--- config.mk ---
export PLATFORM = sky130hd
export DESIGN_NAME = lcd_display
export DESIGN_NICKNAME = d
export VERILOG_FILES = /design/src/logic/lcd_pkg.sv /design/src/logic/lcd_req_if.sv /design/src/logic/lcd_display.sv /design/src/logic/lcd_controller.sv /design/src/logic/lcd_write_queue.sv
export SDC_FILE = /design/constraint.sdc
export NUM_CORES = 1
export LEC_CHECK = 0
export BUFFER_PORTS_ARGS = -buffer_cell sky130_fd_sc_hd__buf_4
export CORE_ASPECT_RATIO = 1.1
export CORE_UTILIZATION = 55
export CTS_CLUSTER_DIAMETER = 60
export DETAILED_ROUTE_END_ITERATION = 8
export GPL_TIMING_DRIVEN = 1
export HOLD_SLACK_MARGIN = 0.12
export MAX_ROUTING_LAYER = met4
export PLACE_DENSITY = 0.74
export SYNTH_ARGS = -nofsm -noshare
export SYNTH_HDL_FRONTEND = slang
export SYNTH_SLANG_ARGS = --single-unit
--- constraint.sdc ---
create_clock -name clk -period 5.6 [get_ports clk]
set_input_delay 0.28 -clock clk [delete_from_list [all_inputs] [get_ports clk]]
set_output_delay 0.28 -clock clk [all_outputs]
set_load 0.01 [all_outputs]
--- src/logic/lcd_pkg.sv ---
package lcd_pkg;

	localparam int CLK_PER_UNIT     = 2;     // clocks per microsecond unit
	localparam int POWERUP_UNITS    = 500;
	localparam int INSTR_UNITS      = 10;
	localparam int GAP_UNITS        = 50;
	localparam int CLEAR_WAIT_UNITS = 200;
	localparam int ENTRY_WAIT_UNITS = 100;
	localparam int E_SETUP_UNITS    = 1;
	localparam int E_HIGH_UNITS     = 13;
	localparam int WRITE_UNITS      = 50;

	localparam int CNT_W       = 11;         // holds the power-up count
	localparam int DATA_W      = 8;
	localparam int CFG_W       = 7;          // {lines, font, on, cursor, blink, inc, shift}
	localparam int QUEUE_DEPTH = 4;

	localparam int QPTR_W = (QUEUE_DEPTH > 1) ? $clog2(QUEUE_DEPTH) : 1;
	localparam int QCNT_W = $clog2(QUEUE_DEPTH + 1);

	// durations in clock cycles
	localparam int PU_CYC      = POWERUP_UNITS * CLK_PER_UNIT;
	localparam int INSTR_CYC   = INSTR_UNITS * CLK_PER_UNIT;
	localparam int GAP_CYC     = GAP_UNITS * CLK_PER_UNIT;
	localparam int CLEAR_CYC   = CLEAR_WAIT_UNITS * CLK_PER_UNIT;
	localparam int ENTRY_CYC   = ENTRY_WAIT_UNITS * CLK_PER_UNIT;
	localparam int E_SETUP_CYC = E_SETUP_UNITS * CLK_PER_UNIT;
	localparam int E_HIGH_CYC  = E_HIGH_UNITS * CLK_PER_UNIT;
	localparam int WRITE_CYC   = WRITE_UNITS * CLK_PER_UNIT;

	// init sequence start points, counted from the first function set cycle
	localparam int INIT_DC_AT  = INSTR_CYC + GAP_CYC;
	localparam int INIT_CLR_AT = INIT_DC_AT + INSTR_CYC + GAP_CYC;
	localparam int INIT_EM_AT  = INIT_CLR_AT + INSTR_CYC + CLEAR_CYC;
	localparam int INIT_CYC    = INIT_EM_AT + INSTR_CYC + ENTRY_CYC;

	localparam logic [1:0] ST_POWERUP = 2'd0;
	localparam logic [1:0] ST_INIT    = 2'd1;
	localparam logic [1:0] ST_IDLE    = 2'd2;
	localparam logic [1:0] ST_WRITE   = 2'd3;

	localparam logic [1:0] IS_READY   = 2'd0;
	localparam logic [1:0] IS_WAIT_HI = 2'd1;
	localparam logic [1:0] IS_WAIT_LO = 2'd2;

endpackage
--- src/logic/lcd_req_if.sv ---
`timescale 1ns/100ps

interface lcd_req_if;
	import lcd_pkg::*;

	logic              enable;   // one-cycle request pulse
	logic              rs;       // 0 instruction, 1 character
	logic [DATA_W-1:0] data;
	logic              busy;     // controller occupied

	modport source (
		output enable,
		output rs,
		output data,
		input  busy
	);

	modport sink (
		input  enable,
		input  rs,
		input  data,
		output busy
	);

endinterface

--- src/logic/lcd_display.sv ---
`timescale 1ns/100ps

module lcd_display (
	input  logic                        clk,
	input  logic                        reset,
	input  logic [lcd_pkg::CFG_W-1:0]   cfg,
	input  logic                        wr_valid,
	input  logic                        wr_rs,
	input  logic [lcd_pkg::DATA_W-1:0]  wr_data,
	output logic                        full,
	output logic                        lcd_e,
	output logic                        lcd_rs,
	output logic [lcd_pkg::DATA_W-1:0]  lcd_data,
	output logic                        busy
);

	logic pending;

	lcd_req_if req_bus ();

	lcd_write_queue u_queue (
		.clk      (clk),
		.reset    (reset),
		.wr_valid (wr_valid),
		.wr_rs    (wr_rs),
		.wr_data  (wr_data),
		.full     (full),
		.pending  (pending),
		.req      (req_bus.source)
	);

	lcd_controller u_ctrl (
		.clk   (clk),
		.reset (reset),
		.cfg   (cfg),
		.req   (req_bus.sink),
		.e     (lcd_e),
		.rs    (lcd_rs),
		.data  (lcd_data)
	);

	// busy until the controller is idle and nothing waits in the queue
	assign busy = pending | req_bus.busy;

endmodule

--- src/logic/lcd_controller.sv ---
`timescale 1ns/100ps

module lcd_controller (
	input  logic                        clk,
	input  logic                        reset,
	input  logic [lcd_pkg::CFG_W-1:0]   cfg,
	lcd_req_if.sink                     req,
	output logic                        e,
	output logic                        rs,
	output logic [lcd_pkg::DATA_W-1:0]  data
);
	import lcd_pkg::*;

	logic [1:0]        state;
	logic [CNT_W-1:0]  cnt;
	logic [CNT_W-1:0]  cnt_inc;
	logic [DATA_W-1:0] func_set;
	logic [DATA_W-1:0] disp_ctrl;
	logic [DATA_W-1:0] entry_mode;

	assign cnt_inc = cnt + 1'b1;

	// instruction words built from the cfg fields
	assign func_set   = {4'b0011, cfg[6], cfg[5], 2'b00};     // 8-bit, lines, font
	assign disp_ctrl  = {5'b00001, cfg[4], cfg[3], cfg[2]};   // on, cursor, blink
	assign entry_mode = {6'b000001, cfg[1], cfg[0]};          // inc, shift

	// {e, data} shown at a given init count
	function automatic logic [DATA_W:0] init_step(input logic [CNT_W-1:0] c);
		logic [DATA_W:0] step;
		step = '0;   // gaps keep e and data low
		if (c < CNT_W'(INSTR_CYC))
			step = {1'b1, func_set};
		else if (c < CNT_W'(INIT_DC_AT))
			step = '0;
		else if (c < CNT_W'(INIT_DC_AT + INSTR_CYC))
			step = {1'b1, disp_ctrl};
		else if (c < CNT_W'(INIT_CLR_AT))
			step = '0;
		else if (c < CNT_W'(INIT_CLR_AT + INSTR_CYC))
			step = {1'b1, 8'b0000_0001};   // clear display
		else if (c < CNT_W'(INIT_EM_AT))
			step = '0;
		else if (c < CNT_W'(INIT_EM_AT + INSTR_CYC))
			step = {1'b1, entry_mode};
		return step;
	endfunction

	// enable level at a given cycle of the write window
	function automatic logic write_e(input logic [CNT_W-1:0] c);
		return (c >= CNT_W'(E_SETUP_CYC)) && (c < CNT_W'(E_SETUP_CYC + E_HIGH_CYC));
	endfunction

	always_ff @(posedge clk) begin
		if (reset) begin
			state    <= ST_POWERUP;
			cnt      <= '0;
			e        <= 1'b0;
			rs       <= 1'b0;
			data     <= '0;
			req.busy <= 1'b1;
		end else begin
			case (state)
				ST_POWERUP: begin
					if (cnt == CNT_W'(PU_CYC - 1)) begin
						state     <= ST_INIT;
						cnt       <= '0;
						{e, data} <= init_step('0);   // function set starts next cycle
					end else begin
						cnt <= cnt_inc;
					end
				end
				ST_INIT: begin
					if (cnt == CNT_W'(INIT_CYC - 1)) begin
						state    <= ST_IDLE;
						cnt      <= '0;
						e        <= 1'b0;
						data     <= '0;
						req.busy <= 1'b0;   // entry wait done
					end else begin
						cnt       <= cnt_inc;
						{e, data} <= init_step(cnt_inc);
					end
				end
				ST_IDLE: begin
					if (req.enable) begin
						state    <= ST_WRITE;
						cnt      <= '0;
						rs       <= req.rs;   // held for the whole window
						data     <= req.data;
						e        <= write_e('0);
						req.busy <= 1'b1;
					end
				end
				ST_WRITE: begin
					if (cnt == CNT_W'(WRITE_CYC - 1)) begin
						state    <= ST_IDLE;
						cnt      <= '0;
						e        <= 1'b0;
						rs       <= 1'b0;
						data     <= '0;
						req.busy <= 1'b0;
					end else begin
						cnt <= cnt_inc;
						e   <= write_e(cnt_inc);
					end
				end
				default: state <= ST_POWERUP;
			endcase
		end
	end

endmodule

--- src/logic/lcd_write_queue.sv ---
`timescale 1ns/100ps

module lcd_write_queue (
	input  logic                        clk,
	input  logic                        reset,
	input  logic                        wr_valid,
	input  logic                        wr_rs,
	input  logic [lcd_pkg::DATA_W-1:0]  wr_data,
	output logic                        full,
	output logic                        pending,
	lcd_req_if.source                   req
);
	import lcd_pkg::*;

	logic              rs_mem [QUEUE_DEPTH];
	logic [DATA_W-1:0] data_mem [QUEUE_DEPTH];
	logic [QPTR_W-1:0] wr_ptr;
	logic [QPTR_W-1:0] rd_ptr;
	logic [QCNT_W-1:0] count;
	logic [1:0]        issue_state;
	logic              push;
	logic              pop;

	function automatic logic [QPTR_W-1:0] next_ptr(input logic [QPTR_W-1:0] p);
		if (p == QPTR_W'(QUEUE_DEPTH - 1))
			return '0;   // wrap, depth need not be a power of two
		return p + 1'b1;
	endfunction

	assign full = (count == QCNT_W'(QUEUE_DEPTH));
	assign push = wr_valid && !full;   // writes while full are dropped
	assign pop  = (issue_state == IS_READY) && (count != '0) && !req.busy;

	// an entry in flight to the controller still counts as pending
	assign pending = (count != '0) || (issue_state != IS_READY);

	always_ff @(posedge clk) begin
		if (push) begin
			rs_mem[wr_ptr]   <= wr_rs;
			data_mem[wr_ptr] <= wr_data;
		end
		if (pop) begin
			req.rs   <= rs_mem[rd_ptr];   // valid with the enable pulse
			req.data <= data_mem[rd_ptr];
		end
	end

	always_ff @(posedge clk) begin
		if (reset) begin
			wr_ptr      <= '0;
			rd_ptr      <= '0;
			count       <= '0;
			issue_state <= IS_READY;
			req.enable  <= 1'b0;
		end else begin
			req.enable <= pop;
			if (push)
				wr_ptr <= next_ptr(wr_ptr);
			if (pop)
				rd_ptr <= next_ptr(rd_ptr);

			case ({push, pop})
				2'b10:   count <= count + 1'b1;
				2'b01:   count <= count - 1'b1;
				default: ;   // both or neither, no change
			endcase

			case (issue_state)
				IS_READY: begin
					if (pop)
						issue_state <= IS_WAIT_HI;
				end
				IS_WAIT_HI: begin
					if (req.busy)
						issue_state <= IS_WAIT_LO;   // controller took it
				end
				IS_WAIT_LO: begin
					if (!req.busy)
						issue_state <= IS_READY;
				end
				default: issue_state <= IS_READY;
			endcase
		end
	end

endmodule

==> key figures, run 1 <==
Die
  • Row count: 32
  • Placeable Area: 6970 sq um
  • Die Width: 82.8 microns
  • Starting density of the core: 0.566
  • I/O pins: 31
  • Full die area: 7520 sq um
  • Die Y: 90.8 microns

Clock tree
  • Clock-pin slew reported for the worst setup and hold paths after clock tree synthesis: 0.10 ns
  • Later-pin clock latency in the skew report: 0.35 ns
  • Number of buffers added by the clock tree synthesis step: 9
  • H-tree depth: 3
  • Clock sinks: 79
  • Maximum root-to-sink buffer count: 2
  • CTS tree: done
  • CTS root buffer: clkbuf_8

Global routing
  • Pin count of the biggest net entering global routing: 37
  • GRT Util Overall: 0.244
  • Global-route wire length before repair: 13300 microns
  • Total overflow reported by the global router: 0
  • Number of global-route vias before repair: 2744
  • Initial antenna violation count: 0

Routing
  • Mean routed wirelength per cell: 17.4 microns
  • Average vias per placed instance: 6.09
  • Max layer used: met4
  • First-pass detailed-route iteration total: 5
  • Starting DRC count in detailed routing: 286
  • Count of unresolved DRC violations after routing: 0
  • Residual antenna-violating net count after detailed routing: 0
  • Length of routed met3 wiring: 446 microns
  • Met1 Wirelength: 3410 microns
  • Overall via count from detail_route: 2961
  • Metal2 WL: 4400 microns
  • Overall routed net length: 8440 microns

Worst setup path
  • Launch point of the critical path: u_ctrl.cnt[0]$_SDFFE_PP0N_
  • Slowest cell on the critical path: ha_1
  • Crit path max fanout: 18
  • Critical Path Start Type: register
  • R2r startpoint: u_ctrl.cnt[0]$_SDFFE_PP0N_
  • Peak per-stage delay on the critical path: 0.64 ns
  • Cells along the critical path: ha_1, nand3_4, nor3_1, xnor2_1, o211ai_1, nor3_1, nor3_1, o41ai_2
  • Cell mode on critical path: nor3_1
  • Required time worst endpoint: 5.85 ns
  • Critical path endpoint category: register
  • Critical path class: register to register
  • Arrival @ worst endpoint: 3.50 ns

Logic synthesis
  • Netlist area before placement: 3950 sq um
  • FF+latch count, synth: 79
  • Synth Flop Type: edfxtp_1
  • Net count after synthesis: 399
  • Cell accounting for the most synthesized area: edfxtp_1
  • Gate Count Post-Synth: 372
  • Yosys top cell area share: 0.343
  • Yosys cell types: 59
  • Warning count from the yosys run: 0
  • Ranking of synthesized cells by area: edfxtp_1 34%, dfxtp_1 17%, mux4_2 5.1%
  • Share of synthesized area occupied by flip-flops and latches: 0.515
  • Number of flops mapped to enable cells by yosys: 45
  • Average size of a mapped cell: 10.6 sq um
  • Post-synthesis async set-or-reset flop share: 0

Timing
  • Number of max-slew violations in the final report: 0
  • Final Skew: 0.0149 ns
  • # setup viols final: 0
  • Total negative slack for setup checks: 0 ns
  • Ratio of final minimum period to clock period: 0.580
  • Min Tclk post-route: 3.25 ns
  • Unrepaired setup endpoints after global routing: false
  • Tightest Pin Transition: 0.842 ns
  • Worst hold slack: 0.134 ns
  • Worst slew margin relative to its limit: 0.438
  • Number of hold violations in the final report: 0
  • Upper clock frequency limit: 308 MHz

Finish
  • Most frequent standard cell in the layout excluding fill and tap cells: edfxtp_1
  • Net count reported at finish: 423
  • Share of cells above drive strength 1: 0.172
  • Number of diodes: 0
  • Commonest non-fill, non-tap cells in the layout: 45 x edfxtp_1, 34 x dfxtp_1, 32 x nor2_1
  • Area growth from synthesis to layout: 12.4%

Pwr
  • Power per cell area: 254 nW/um^2
  • Maximum ir drop on the vdd rail: 0.279 mV
  • Total leakage power: 1.54 nW

Placed design
  • Post-DP HPWL: 5910 microns
  • Final RePlAce weighted congestion: 0.868
  • Number of buffer cells added on primary ports: 30

Min path
  • Launch instance of the worst min-delay path: wr_rs
  • Worst min-delay path category: input pin to register

Job
  • Reported max-cap violation count: 0

Status
  • Result of the run: completed
[path summary, 6_finish.rpt]
check	slack, ns	cells past startpoint	endpoint
min reg2reg	0.48	2	u_ctrl.data[6]$_SDFFE_PP0P_
max reg2reg	2.35	8	u_ctrl.data[0]$_SDFFE_PP0P_
max	2.35	8	u_ctrl.data[0]$_SDFFE_PP0P_
min	0.13	1	u_queue.rs_mem[1]$_DFFE_PP_
[Yosys cell counts (3+ instances only)]
cell,instances
xor2_1,4
edfxtp_1,45
nor2b_1,3
buf_2,13
mux4_2,9
nor4_1,6
and3_1,4
dfxtp_1,34
nand2_1,26
a211oi_1,9
and2_1,8
or3_1,6
a31oi_1,6
a21oi_1,28
nor3b_1,4
xnor2_1,7
o21ai_0,16
clkbuf_1,9
nor2_1,32
ha_1,7
inv_1,13
nand4_1,5
a22oi_1,6
nand3_1,9
nor3_1,16
nand2b_1,4
[sequential cells by signal (all words and copies together), names as in the netlist, 2 cells and up]
name / flops
u_ctrl.cnt: 11
u_ctrl.data: 8
u_ctrl.state: 2
u_queue.count: 3
u_queue.data_mem: 32
u_queue.issue_state: 2
u_queue.rd_ptr: 2
u_queue.req.data: 8
u_queue.rs_mem: 4
u_queue.wr_ptr: 2
[metal layers]
metal,up-vias,track usage
met4,0,0.0747
met3,17,0.0515
met2,100,0.405
li1,1434,-
met1,1410,0.293
met5,-,-
[timing repair]
item,4_1_cts,5_1_grt
resized for setup,0,0
endpoints found under the hold margin,27,2
hold buffers,7,1
setup buffers,0,0
[cell type report]
cell class                      count  area (sq um)
Clock buffer                        9           124
Clock inverter                      7          72.6
Fill cell                         544          2530
Inverter                           13          48.8
Multi-Input combinational cell    255          1750
Sequential cell                    79          2030
Tap cell                           85           106
Timing Repair Buffer               38           305
[worst max-delay path, delay by kind of cell (launching register included)]
kind            cells  cell delay [ns]
flops               1             0.48
fa+ha+maj           1             0.64
compound gates      2             0.48
xor+xnor            1             0.22
simple gates        4             1.32
[power by group]
group          switching, mW  leakage, nW  internal [mW]
clock network          0.241       0.0974          0.176
logic                 0.0365        0.752         0.0319
registers             0.0108        0.687          0.629
[metrics by stage]
stage	utilization	setup WS, ns	cell area [sq um]	power [mW]	instances
after floorplan	-	3.14	3950	0.691	372
after global placement	0.597	2.56	4160	0.713	462
after detailed placement	0.597	2.45	4160	0.717	462
after CTS	0.635	2.40	4430	1.13	485
after global routing	0.637	2.07	4440	1.16	486
final	0.637	2.35	4440	1.12	486
[kinds of logic (layout without fill, tap and decap cells)]
logic type / count (synthesis) / in the layout / synth area share
buffers and inverters: 38 / 67 / 0.0422
muxes: 12 / 12 / 0.0593
and+or+nand+nor: 135 / 135 / 0.183
AOI/OAI and AO/OA: 89 / 89 / 0.148
xor gates and xnor gates: 11 / 11 / 0.0244
adders and majority gates: 8 / 8 / 0.0273
DFF: 79 / 79 / 0.515
No activity file was read; power rests on OpenSTA's default activity.
==> run 2: changes to the inputs <==
--- a/config.mk
+++ b/config.mk
@@ -5,6 +5,7 @@
 export SDC_FILE = /design/constraint.sdc
 export NUM_CORES = 1
 export LEC_CHECK = 0
+export ABC_AREA = 1
 export BUFFER_PORTS_ARGS = -buffer_cell sky130_fd_sc_hd__buf_4
 export CORE_ASPECT_RATIO = 1.1
 export CORE_UTILIZATION = 55
==> constraint.sdc (replaced) <==
create_clock -name clk -period 3 [get_ports clk]
set_input_delay 0.15 -clock clk [delete_from_list [all_inputs] [get_ports clk]]
set_output_delay 0.15 -clock clk [all_outputs]
set_load 0.01 [all_outputs]
==> run 2 against run 1 <==
Net effect:
- via count is 6.3% higher
- sequential power increased by 120%
- synthesized cell count is 21% higher
- area after synthesis shrank 1.5%
- cell area rose by 1.6%
- worst hold slack better by 0.0083 ns
- non-clock buffer count up 4
- clock power rose by 85%
- sequential share of layout area fell by 0.74 points
- die area is 1.4% lower
- clock-buffer cell count is the same
- critical endpoint is now u_queue.count[2]$_SDFFE_PP0P_
- largest power group unchanged
==> key figures, run 2 <==
Finish
  • Commonest non-fill, non-tap cells in the layout: 93 x nand2_1, 49 x nor2_1, 46 x inv_1
  • Most frequent standard cell in the layout excluding fill and tap cells: nand2_1
  • Number of diodes: 0
  • Sequential standard cell area: 2030 sq um
  • Register bank with the most flops: u_queue.data_mem
  • Share of cells above drive strength 1: 0.192
  • Fin area: 4510 sq um
  • Fill cell instance count of the final layout: 552
  • Area growth from synthesis to layout: 16.0%
  • Top flop regs: u_queue.data_mem (32), u_ctrl.cnt (11)
  • Area taken by multi-input logic gates: 1620 sq um
  • Number of flip-flops in the largest register: 32
  • Net count reported at finish: 523

Routing
  • Starting DRC count in detailed routing: 130
  • Mean routed wirelength per cell: 14.4 microns
  • Overall routed net length: 8400 microns
  • Overall via count from detail_route: 3149
  • Count of unresolved DRC violations after routing: 0
  • Average vias per placed instance: 5.40
  • Residual antenna-violating net count after detailed routing: 0
  • First-pass detailed-route iteration total: 4

Placed design
  • Final RePlAce weighted congestion: 0.946
  • Number of buffer cells added on primary ports: 30
  • Post-DP HPWL: 5930 microns
  • Cell area after placement: 4210 sq um

Min path
  • Launch instance of the worst min-delay path: reset
  • Worst Hold Path EP: u_ctrl.data[2]$_SDFFE_PP0P_
  • Hold Path Cell Cnt: 2
  • Worst min-delay path category: input pin to register

Worst setup path
  • Slowest cell on the critical path: fa_1
  • Top delay family on crit path: adder cells
  • Critical register-to-register path endpoint: u_queue.count[2]$_SDFFE_PP0P_
  • Crit path max fanout: 13
  • CP bufs+invs: 2
  • Critical Path Start Type: register
  • Critical path class: register to register
  • Critical path endpoint category: register
  • Peak per-stage delay on the critical path: 0.39 ns
  • R2r startpoint: u_queue.issue_state[1]$_SDFFE_PP0P_
  • Cells along the critical path: nor4_2, buf_4, ha_1, inv_1, fa_1, a21oi_1, o21ai_0, o21ai_0, a21oi_1
  • Arrival @ worst endpoint: 2.38 ns
  • Reg2Reg Setup Slack: 0.86 ns
  • R2r worst-path depth: 9
  • Required time worst endpoint: 3.24 ns

Clock tree
  • CTS tree: done
  • Post CTS Setup Buffer Count: 0
  • Maximum root-to-sink buffer count: 2
  • Number of buffers added by the clock tree synthesis step: 9
  • Clock-pin slew reported for the worst setup and hold paths after clock tree synthesis: 0.09 ns
  • H-tree depth: 3
  • CTS root buffer: clkbuf_8
  • Clock sinks: 79
  • Later-pin clock latency in the skew report: 0.35 ns

Timing
  • Upper clock frequency limit: 467 MHz
  • Final Skew: 0.00876 ns
  • Number of max-slew violations in the final report: 0
  • Number of hold violations in the final report: 0
  • Unrepaired setup endpoints after global routing: false
  • Total negative slack for setup checks: 0 ns
  • Tightest Pin Transition: 0.903 ns
  • Min Tclk post-route: 2.14 ns
  • # setup viols final: 0
  • Worst slew margin relative to its limit: 0.396
  • Ratio of final minimum period to clock period: 0.713

Job
  • Reported max-cap violation count: 0

Die
  • Full die area: 7410 sq um
  • Placeable Area: 6710 sq um
  • Die Y: 90.2 microns
  • I/O pins: 31
  • Die Width: 82.2 microns
  • Starting density of the core: 0.579
  • Row count: 31

Logic synthesis
  • Most frequent cell after synthesis: nand2_1
  • Warning count from the yosys run: 0
  • Gate Count Post-Synth: 450
  • Cell accounting for the most synthesized area: edfxtp_1
  • Ranking of synthesized cells by area: edfxtp_1 35%, dfxtp_1 18%, nand2_1 9.0%
  • Synth Flop Type: edfxtp_1
  • Average size of a mapped cell: 8.64 sq um
  • Net count after synthesis: 477
  • Number of flops mapped to enable cells by yosys: 45
  • Yosys cell types: 36
  • Share of synthesized area occupied by flip-flops and latches: 0.523
  • Yosys top cell area share: 0.348
  • Post-synthesis async set-or-reset flop share: 0
  • FF+latch count, synth: 79
  • Leading post-synthesis cells by instance count: 93 x nand2_1, 49 x nor2_1, 46 x inv_1
  • Netlist area before placement: 3890 sq um

Pwr
  • Power per cell area: 678 nW/um^2
  • Total leakage power: 1.87 nW
  • Maximum ir drop on the vdd rail: 0.623 mV

Global routing
  • GRT Util Overall: 0.254
  • Number of global-route vias before repair: 3050
  • Initial antenna violation count: 0
  • GR peak layer: met2
  • Global-route wire length before repair: 13700 microns
  • Met3 track utilization from global routing: 0.0467
  • Total overflow reported by the global router: 0
  • GR Util met1: 0.281
  • Pin count of the biggest net entering global routing: 22
  • Met2 usage: 0.445

Status
  • Result of the run: completed
[run 2: cell type report]
cell class | count | share of cell area
repair buffers | 42 | 0.0755
multi-input cells | 307 | 0.359
clock buffers | 9 | 0.0275
inverters | 57 | 0.0475
flip-flops and latches | 79 | 0.451
well taps | 82 | 0.0228
clock inverters | 7 | 0.0167
[run 2: kinds of logic (layout without fill, tap and decap cells)]
family                   Yosys count  after routing  synth area share
XOR/XNOR                           1              1           0.00225
AO/OA/AOI/OAI                     81             81             0.116
adder cells (fa/ha/maj)            8              8            0.0277
AND/OR/NAND/NOR                  217            217             0.270
buffers and inverters             64            115            0.0621
flip-flops                        79             79             0.523
[run 2: power breakdown]
| group | internal, mW | switching, mW | total [mW] | leakage [nW] |
|---|---|---|---|---|
| combinational | 0.313 | 0.552 | 0.866 | 1.08 |
| clock | 0.329 | 0.443 | 0.772 | 0.0985 |
| sequential | 1.30 | 0.119 | 1.42 | 0.689 |
[run 2: worst max-delay path by stage]
| stage | from | end | slack (ns) | cells after the start |
|---|---|---|---|---|
| 6_report | u_queue.issue_state[1]$_SDFFE_PP0P_ | u_queue.count[2]$_SDFFE_PP0P_ | 0.86 | 9 |
| 5_1_grt | u_queue.count[2]$_SDFFE_PP0P_ | u_queue.count[2]$_SDFFE_PP0P_ | 0.61 | 11 |
| 4_1_cts | u_queue.issue_state[1]$_SDFFE_PP0P_ | u_queue.count[2]$_SDFFE_PP0P_ | 0.89 | 9 |
| 3_5_place_dp | u_ctrl.req.busy$_SDFFE_PP1P_ | u_queue.count[2]$_SDFFE_PP0P_ | 0.91 | 9 |
| 3_3_place_gp | u_ctrl.cnt[0]$_SDFFE_PP0N_ | u_ctrl.data[2]$_SDFFE_PP0P_ | 0.96 | 14 |
| 2_1_floorplan | u_queue.issue_state[1]$_SDFFE_PP0P_ | u_queue.count[2]$_SDFFE_PP0P_ | 0.14 | 8 |
[run 2: layer usage]
layer	up-vias	share of wire
met2	74	0.54
li1	1599	-
met5	-	0
met3	4	0.031
met1	1472	0.43
met4	0	0.0070
[run 2: what timing repair did]
item                                   CTS  global route
resized for setup                        0             0
hold buffers                            10             0
endpoints found under the hold margin   37             0
[run 2: stage by stage]
stage / setup WS [ns] / hold WS, ns / cells / power (mW) / util
6_report: 0.860 / 0.143 / 583 / 3.06 / 0.672
4_1_cts: 0.888 / 0.120 / 583 / 3.07 / 0.672
3_3_place_gp: 0.962 / 0.349 / 557 / 2.27 / 0.627
3_5_place_dp: 0.913 / 0.352 / 557 / 2.29 / 0.627
5_1_grt: 0.608 / 0.138 / 583 / 3.24 / 0.672
2_1_floorplan: 0.138 / 0.249 / 450 / 2.01 / -
==> run 3: changes to the inputs <==
--- a/config.mk
+++ b/config.mk
@@ -5,16 +5,16 @@
 export SDC_FILE = /design/constraint.sdc
 export NUM_CORES = 1
 export LEC_CHECK = 0
-export ABC_AREA = 1
+export ABC_AREA = 0
 export BUFFER_PORTS_ARGS = -buffer_cell sky130_fd_sc_hd__buf_4
 export CORE_ASPECT_RATIO = 1.1
-export CORE_UTILIZATION = 55
+export CORE_UTILIZATION = 54
 export CTS_CLUSTER_DIAMETER = 60
 export DETAILED_ROUTE_END_ITERATION = 8
 export GPL_TIMING_DRIVEN = 1
 export HOLD_SLACK_MARGIN = 0.12
 export MAX_ROUTING_LAYER = met4
-export PLACE_DENSITY = 0.74
+export PLACE_DENSITY = 0.76
 export SYNTH_ARGS = -nofsm -noshare
 export SYNTH_HDL_FRONTEND = slang
 export SYNTH_SLANG_ARGS = --single-unit
==> constraint.sdc (replaced) <==
create_clock -name clk -period 1.8 [get_ports clk]
set_input_delay 0.09 -clock clk [delete_from_list [all_inputs] [get_ports clk]]
set_output_delay 0.09 -clock clk [all_outputs]
set_load 0.01 [all_outputs]
==> run 3 against run 2 <==
Net effect:
- the run now ends with setup timing left
- fmax shrank 2.1%
- register-to-register slack lost 1.2 ns
- clock skew grew 0.0059 ns
- clock power grew 67%
- critical endpoint is now u_ctrl.e$_SDFFE_PP0P_
- largest cell class unchanged
==> key figures, run 3 (synthesis results as in run 1) <==
Placed design
  • Final RePlAce weighted congestion: 0.914
  • Worst slack after detailed placement: -0.388 ns
  • Post-DP HPWL: 6840 microns
  • Number of buffer cells added on primary ports: 30

Clock tree
  • CTS root buffer: clkbuf_8
  • Later-pin clock latency in the skew report: 0.36 ns
  • Number of buffers added by the clock tree synthesis step: 9
  • H-tree depth: 3
  • Maximum root-to-sink buffer count: 2
  • CTS tree: done
  • Clock sinks: 79
  • Clock-pin slew reported for the worst setup and hold paths after clock tree synthesis: 0.10 ns

Pwr
  • Clock power share: 0.357
  • Maximum ir drop on the vdd rail: 0.745 mV
  • Sw power: 0.921 mW
  • Int Pwr: 2.68 mW
  • Power per cell area: 643 nW/um^2
  • Total leakage power: 2.12 nW
  • Proportion of power drawn by combinational gates: 0.093
  • Switching Share: 0.255
  • Relative contribution of sequential cells to total power: 0.550

Routing
  • Count of unresolved DRC violations after routing: 0
  • Overall routed net length: 11300 microns
  • Starting DRC count in detailed routing: 249
  • Overall via count from detail_route: 3642
  • Mean routed wirelength per cell: 19.0 microns
  • Average vias per placed instance: 6.16
  • Residual antenna-violating net count after detailed routing: 0
  • First-pass detailed-route iteration total: 5

Die
  • Placeable Area: 7050 sq um
  • Starting density of the core: 0.560
  • Die Y: 91.6 microns
  • Die Width: 83.5 microns
  • I/O pins: 31
  • Full die area: 7650 sq um
  • Row count: 32

Timing
  • Total negative slack for setup checks: -6.01 ns
  • Final Skew: 0.0146 ns
  • Worst slew margin relative to its limit: 0.596
  • Worst hold slack: 0.180 ns
  • Min Tclk post-route: 2.19 ns
  • Tightest Pin Transition: 0.604 ns
  • Number of max-slew violations in the final report: 0
  • Upper clock frequency limit: 457 MHz
  • Ratio of final minimum period to clock period: 1.21
  • Unrepaired setup endpoints after global routing: true
  • Minimum setup slack in the final design: -0.386 ns
  • Number of hold violations in the final report: 0
  • # setup viols final: 24

Worst setup path
  • Arrival @ worst endpoint: 2.43 ns
  • Worst Setup EP: u_ctrl.e$_SDFFE_PP0P_
  • Critical Path Start Type: register
  • Critical register-to-register path endpoint: u_ctrl.e$_SDFFE_PP0P_
  • Required time worst endpoint: 2.04 ns
  • Critical path endpoint category: register
  • R2r startpoint: u_ctrl.cnt[1]$_SDFFE_PP0N_
  • Critical path class: register to register
  • Crit path max fanout: 6
  • Launch point of the critical path: u_ctrl.cnt[1]$_SDFFE_PP0N_
  • R2r worst-path depth: 12
  • Reg2Reg Setup Slack: -0.39 ns

Global routing
  • Total overflow reported by the global router: 0
  • Initial antenna violation count: 0
  • GRT Util Overall: 0.285
  • Number of global-route vias before repair: 3445
  • Pin count of the biggest net entering global routing: 37
  • Global-route wire length before repair: 16300 microns

Finish
  • Fill cell instance count of the final layout: 392
  • Area growth from synthesis to layout: 42.2%
  • Register bank with the most flops: u_queue.data_mem
  • Commonest non-fill, non-tap cells in the layout: 121 x buf_4, 45 x edfxtp_1, 31 x nor2_1
  • Number of flip-flops in the largest register: 32
  • Number of diodes: 0
  • Most frequent standard cell in the layout excluding fill and tap cells: buf_4
  • Top flop regs: u_queue.data_mem (32), u_ctrl.cnt (11)
  • Net count reported at finish: 528
  • Share of cells above drive strength 1: 0.435

Status
  • Result of the run: complete, but fails checks
  • Failing checks: setup timing

Job
  • Reported max-cap violation count: 0

Min path
  • Worst min-delay path category: input pin to register
-- run 3: cell types whose count changed in the layout (fill, tap and decap cells not counted), sizes merged, moves of 8 or more --
| cell | previous run | this run |
|---|---|---|
| inv | 59 | 19 |
| mux4 | 0 | 9 |
| nor3 | 5 | 17 |
| o21ai | 35 | 17 |
| a211oi | 2 | 10 |
| nor2 | 61 | 34 |
| o22ai | 13 | 2 |
| buf | 32 | 128 |
| nand3 | 32 | 10 |
| and2 | 0 | 8 |
| nand2 | 110 | 26 |
-- run 3: metal layers --
metal | share of wire | GRT usage | up-vias | routed length [microns]
met4 | 0.048 | 0.150 | 0 | 535
li1 | - | - | 1648 | -
met5 | 0 | - | - | 0
met1 | 0.37 | 0.299 | 1715 | 4120
met3 | 0.060 | 0.0585 | 63 | 678
met2 | 0.53 | 0.506 | 216 | 5920
-- run 3: layout make-up --
class	instances	area [sq um]	area share
Sequential cell	79	2050	0.365
Multi-Input combinational cell	255	2040	0.364
Timing Repair Buffer	143	1160	0.207
Clock buffer	9	124	0.0221
Tap cell	85	106	0.0190
Clock inverter	7	70.1	0.0125
Inverter	13	56.3	0.0100
-- run 3: how the worst min path moves through the flow --
stage,startpoint,to,slack (ns),depth (start not counted)
floorplan,wr_data[0],u_queue.data_mem[0][0]$_DFFE_PP_,0.19,0
global route,cfg[2],u_ctrl.data[0]$_SDFFE_PP0P_,0.19,3
global placement,wr_data[3],u_queue.data_mem[2][3]$_DFFE_PP_,0.29,1
finish,cfg[2],u_ctrl.data[0]$_SDFFE_PP0P_,0.18,3
CTS,cfg[0],u_ctrl.data[0]$_SDFFE_PP0P_,0.16,3
detailed placement,wr_rs,u_queue.rs_mem[2]$_DFFE_PP_,0.30,1
-- run 3: metrics by stage --
| step | power, mW | instances | utilization | area [sq um] |
|---|---|---|---|---|
| floorplan | 2.16 | 372 | - | 4020 |
| global placement | 2.29 | 545 | 0.692 | 4870 |
| detailed placement | 2.30 | 545 | 0.692 | 4870 |
| CTS | 3.59 | 585 | 0.769 | 5420 |
| global route | 3.71 | 591 | 0.796 | 5610 |
| finish | 3.60 | 591 | 0.796 | 5610 |
-- run 3: critical path, cell delays in order (launching register included) --
cell and delay, ns:
dfxtp_4 0.37, ha_4 0.18, buf_4 0.15, buf_4 0.14, xnor2_2 0.12, nand4_1 0.11, o31ai_1 0.08, buf_4 0.18
buf_4 0.11, and3b_1 0.14, o21ai_1 0.10, a211oi_1 0.29, a211oi_1 0.11
-- run 3: timing repair --
action / 4_1_cts / 5_1_grt
hold buffers: 15 / 0
setup buffers: 8 / 6
gates resized for setup: 36 / 34
gates cloned: 1 / 0
hold endpoints to repair: 40 / 0
pin swaps: 11 / 16
setup endpoints to repair: 24 / 25
-- run 3: power groups by stage --
| stage | Sequential, mW | Clock (mW) | Combinational, mW |
|---|---|---|---|
| global placement | 2.02 | 0 | 0.272 |
| CTS | 1.98 | 1.29 | 0.315 |
| global route | 1.99 | 1.37 | 0.358 |
| finish | 1.98 | 1.29 | 0.334 |
| detailed placement | 2.02 | 0 | 0.278 |
| floorplan | 2.02 | 0 | 0.139 |
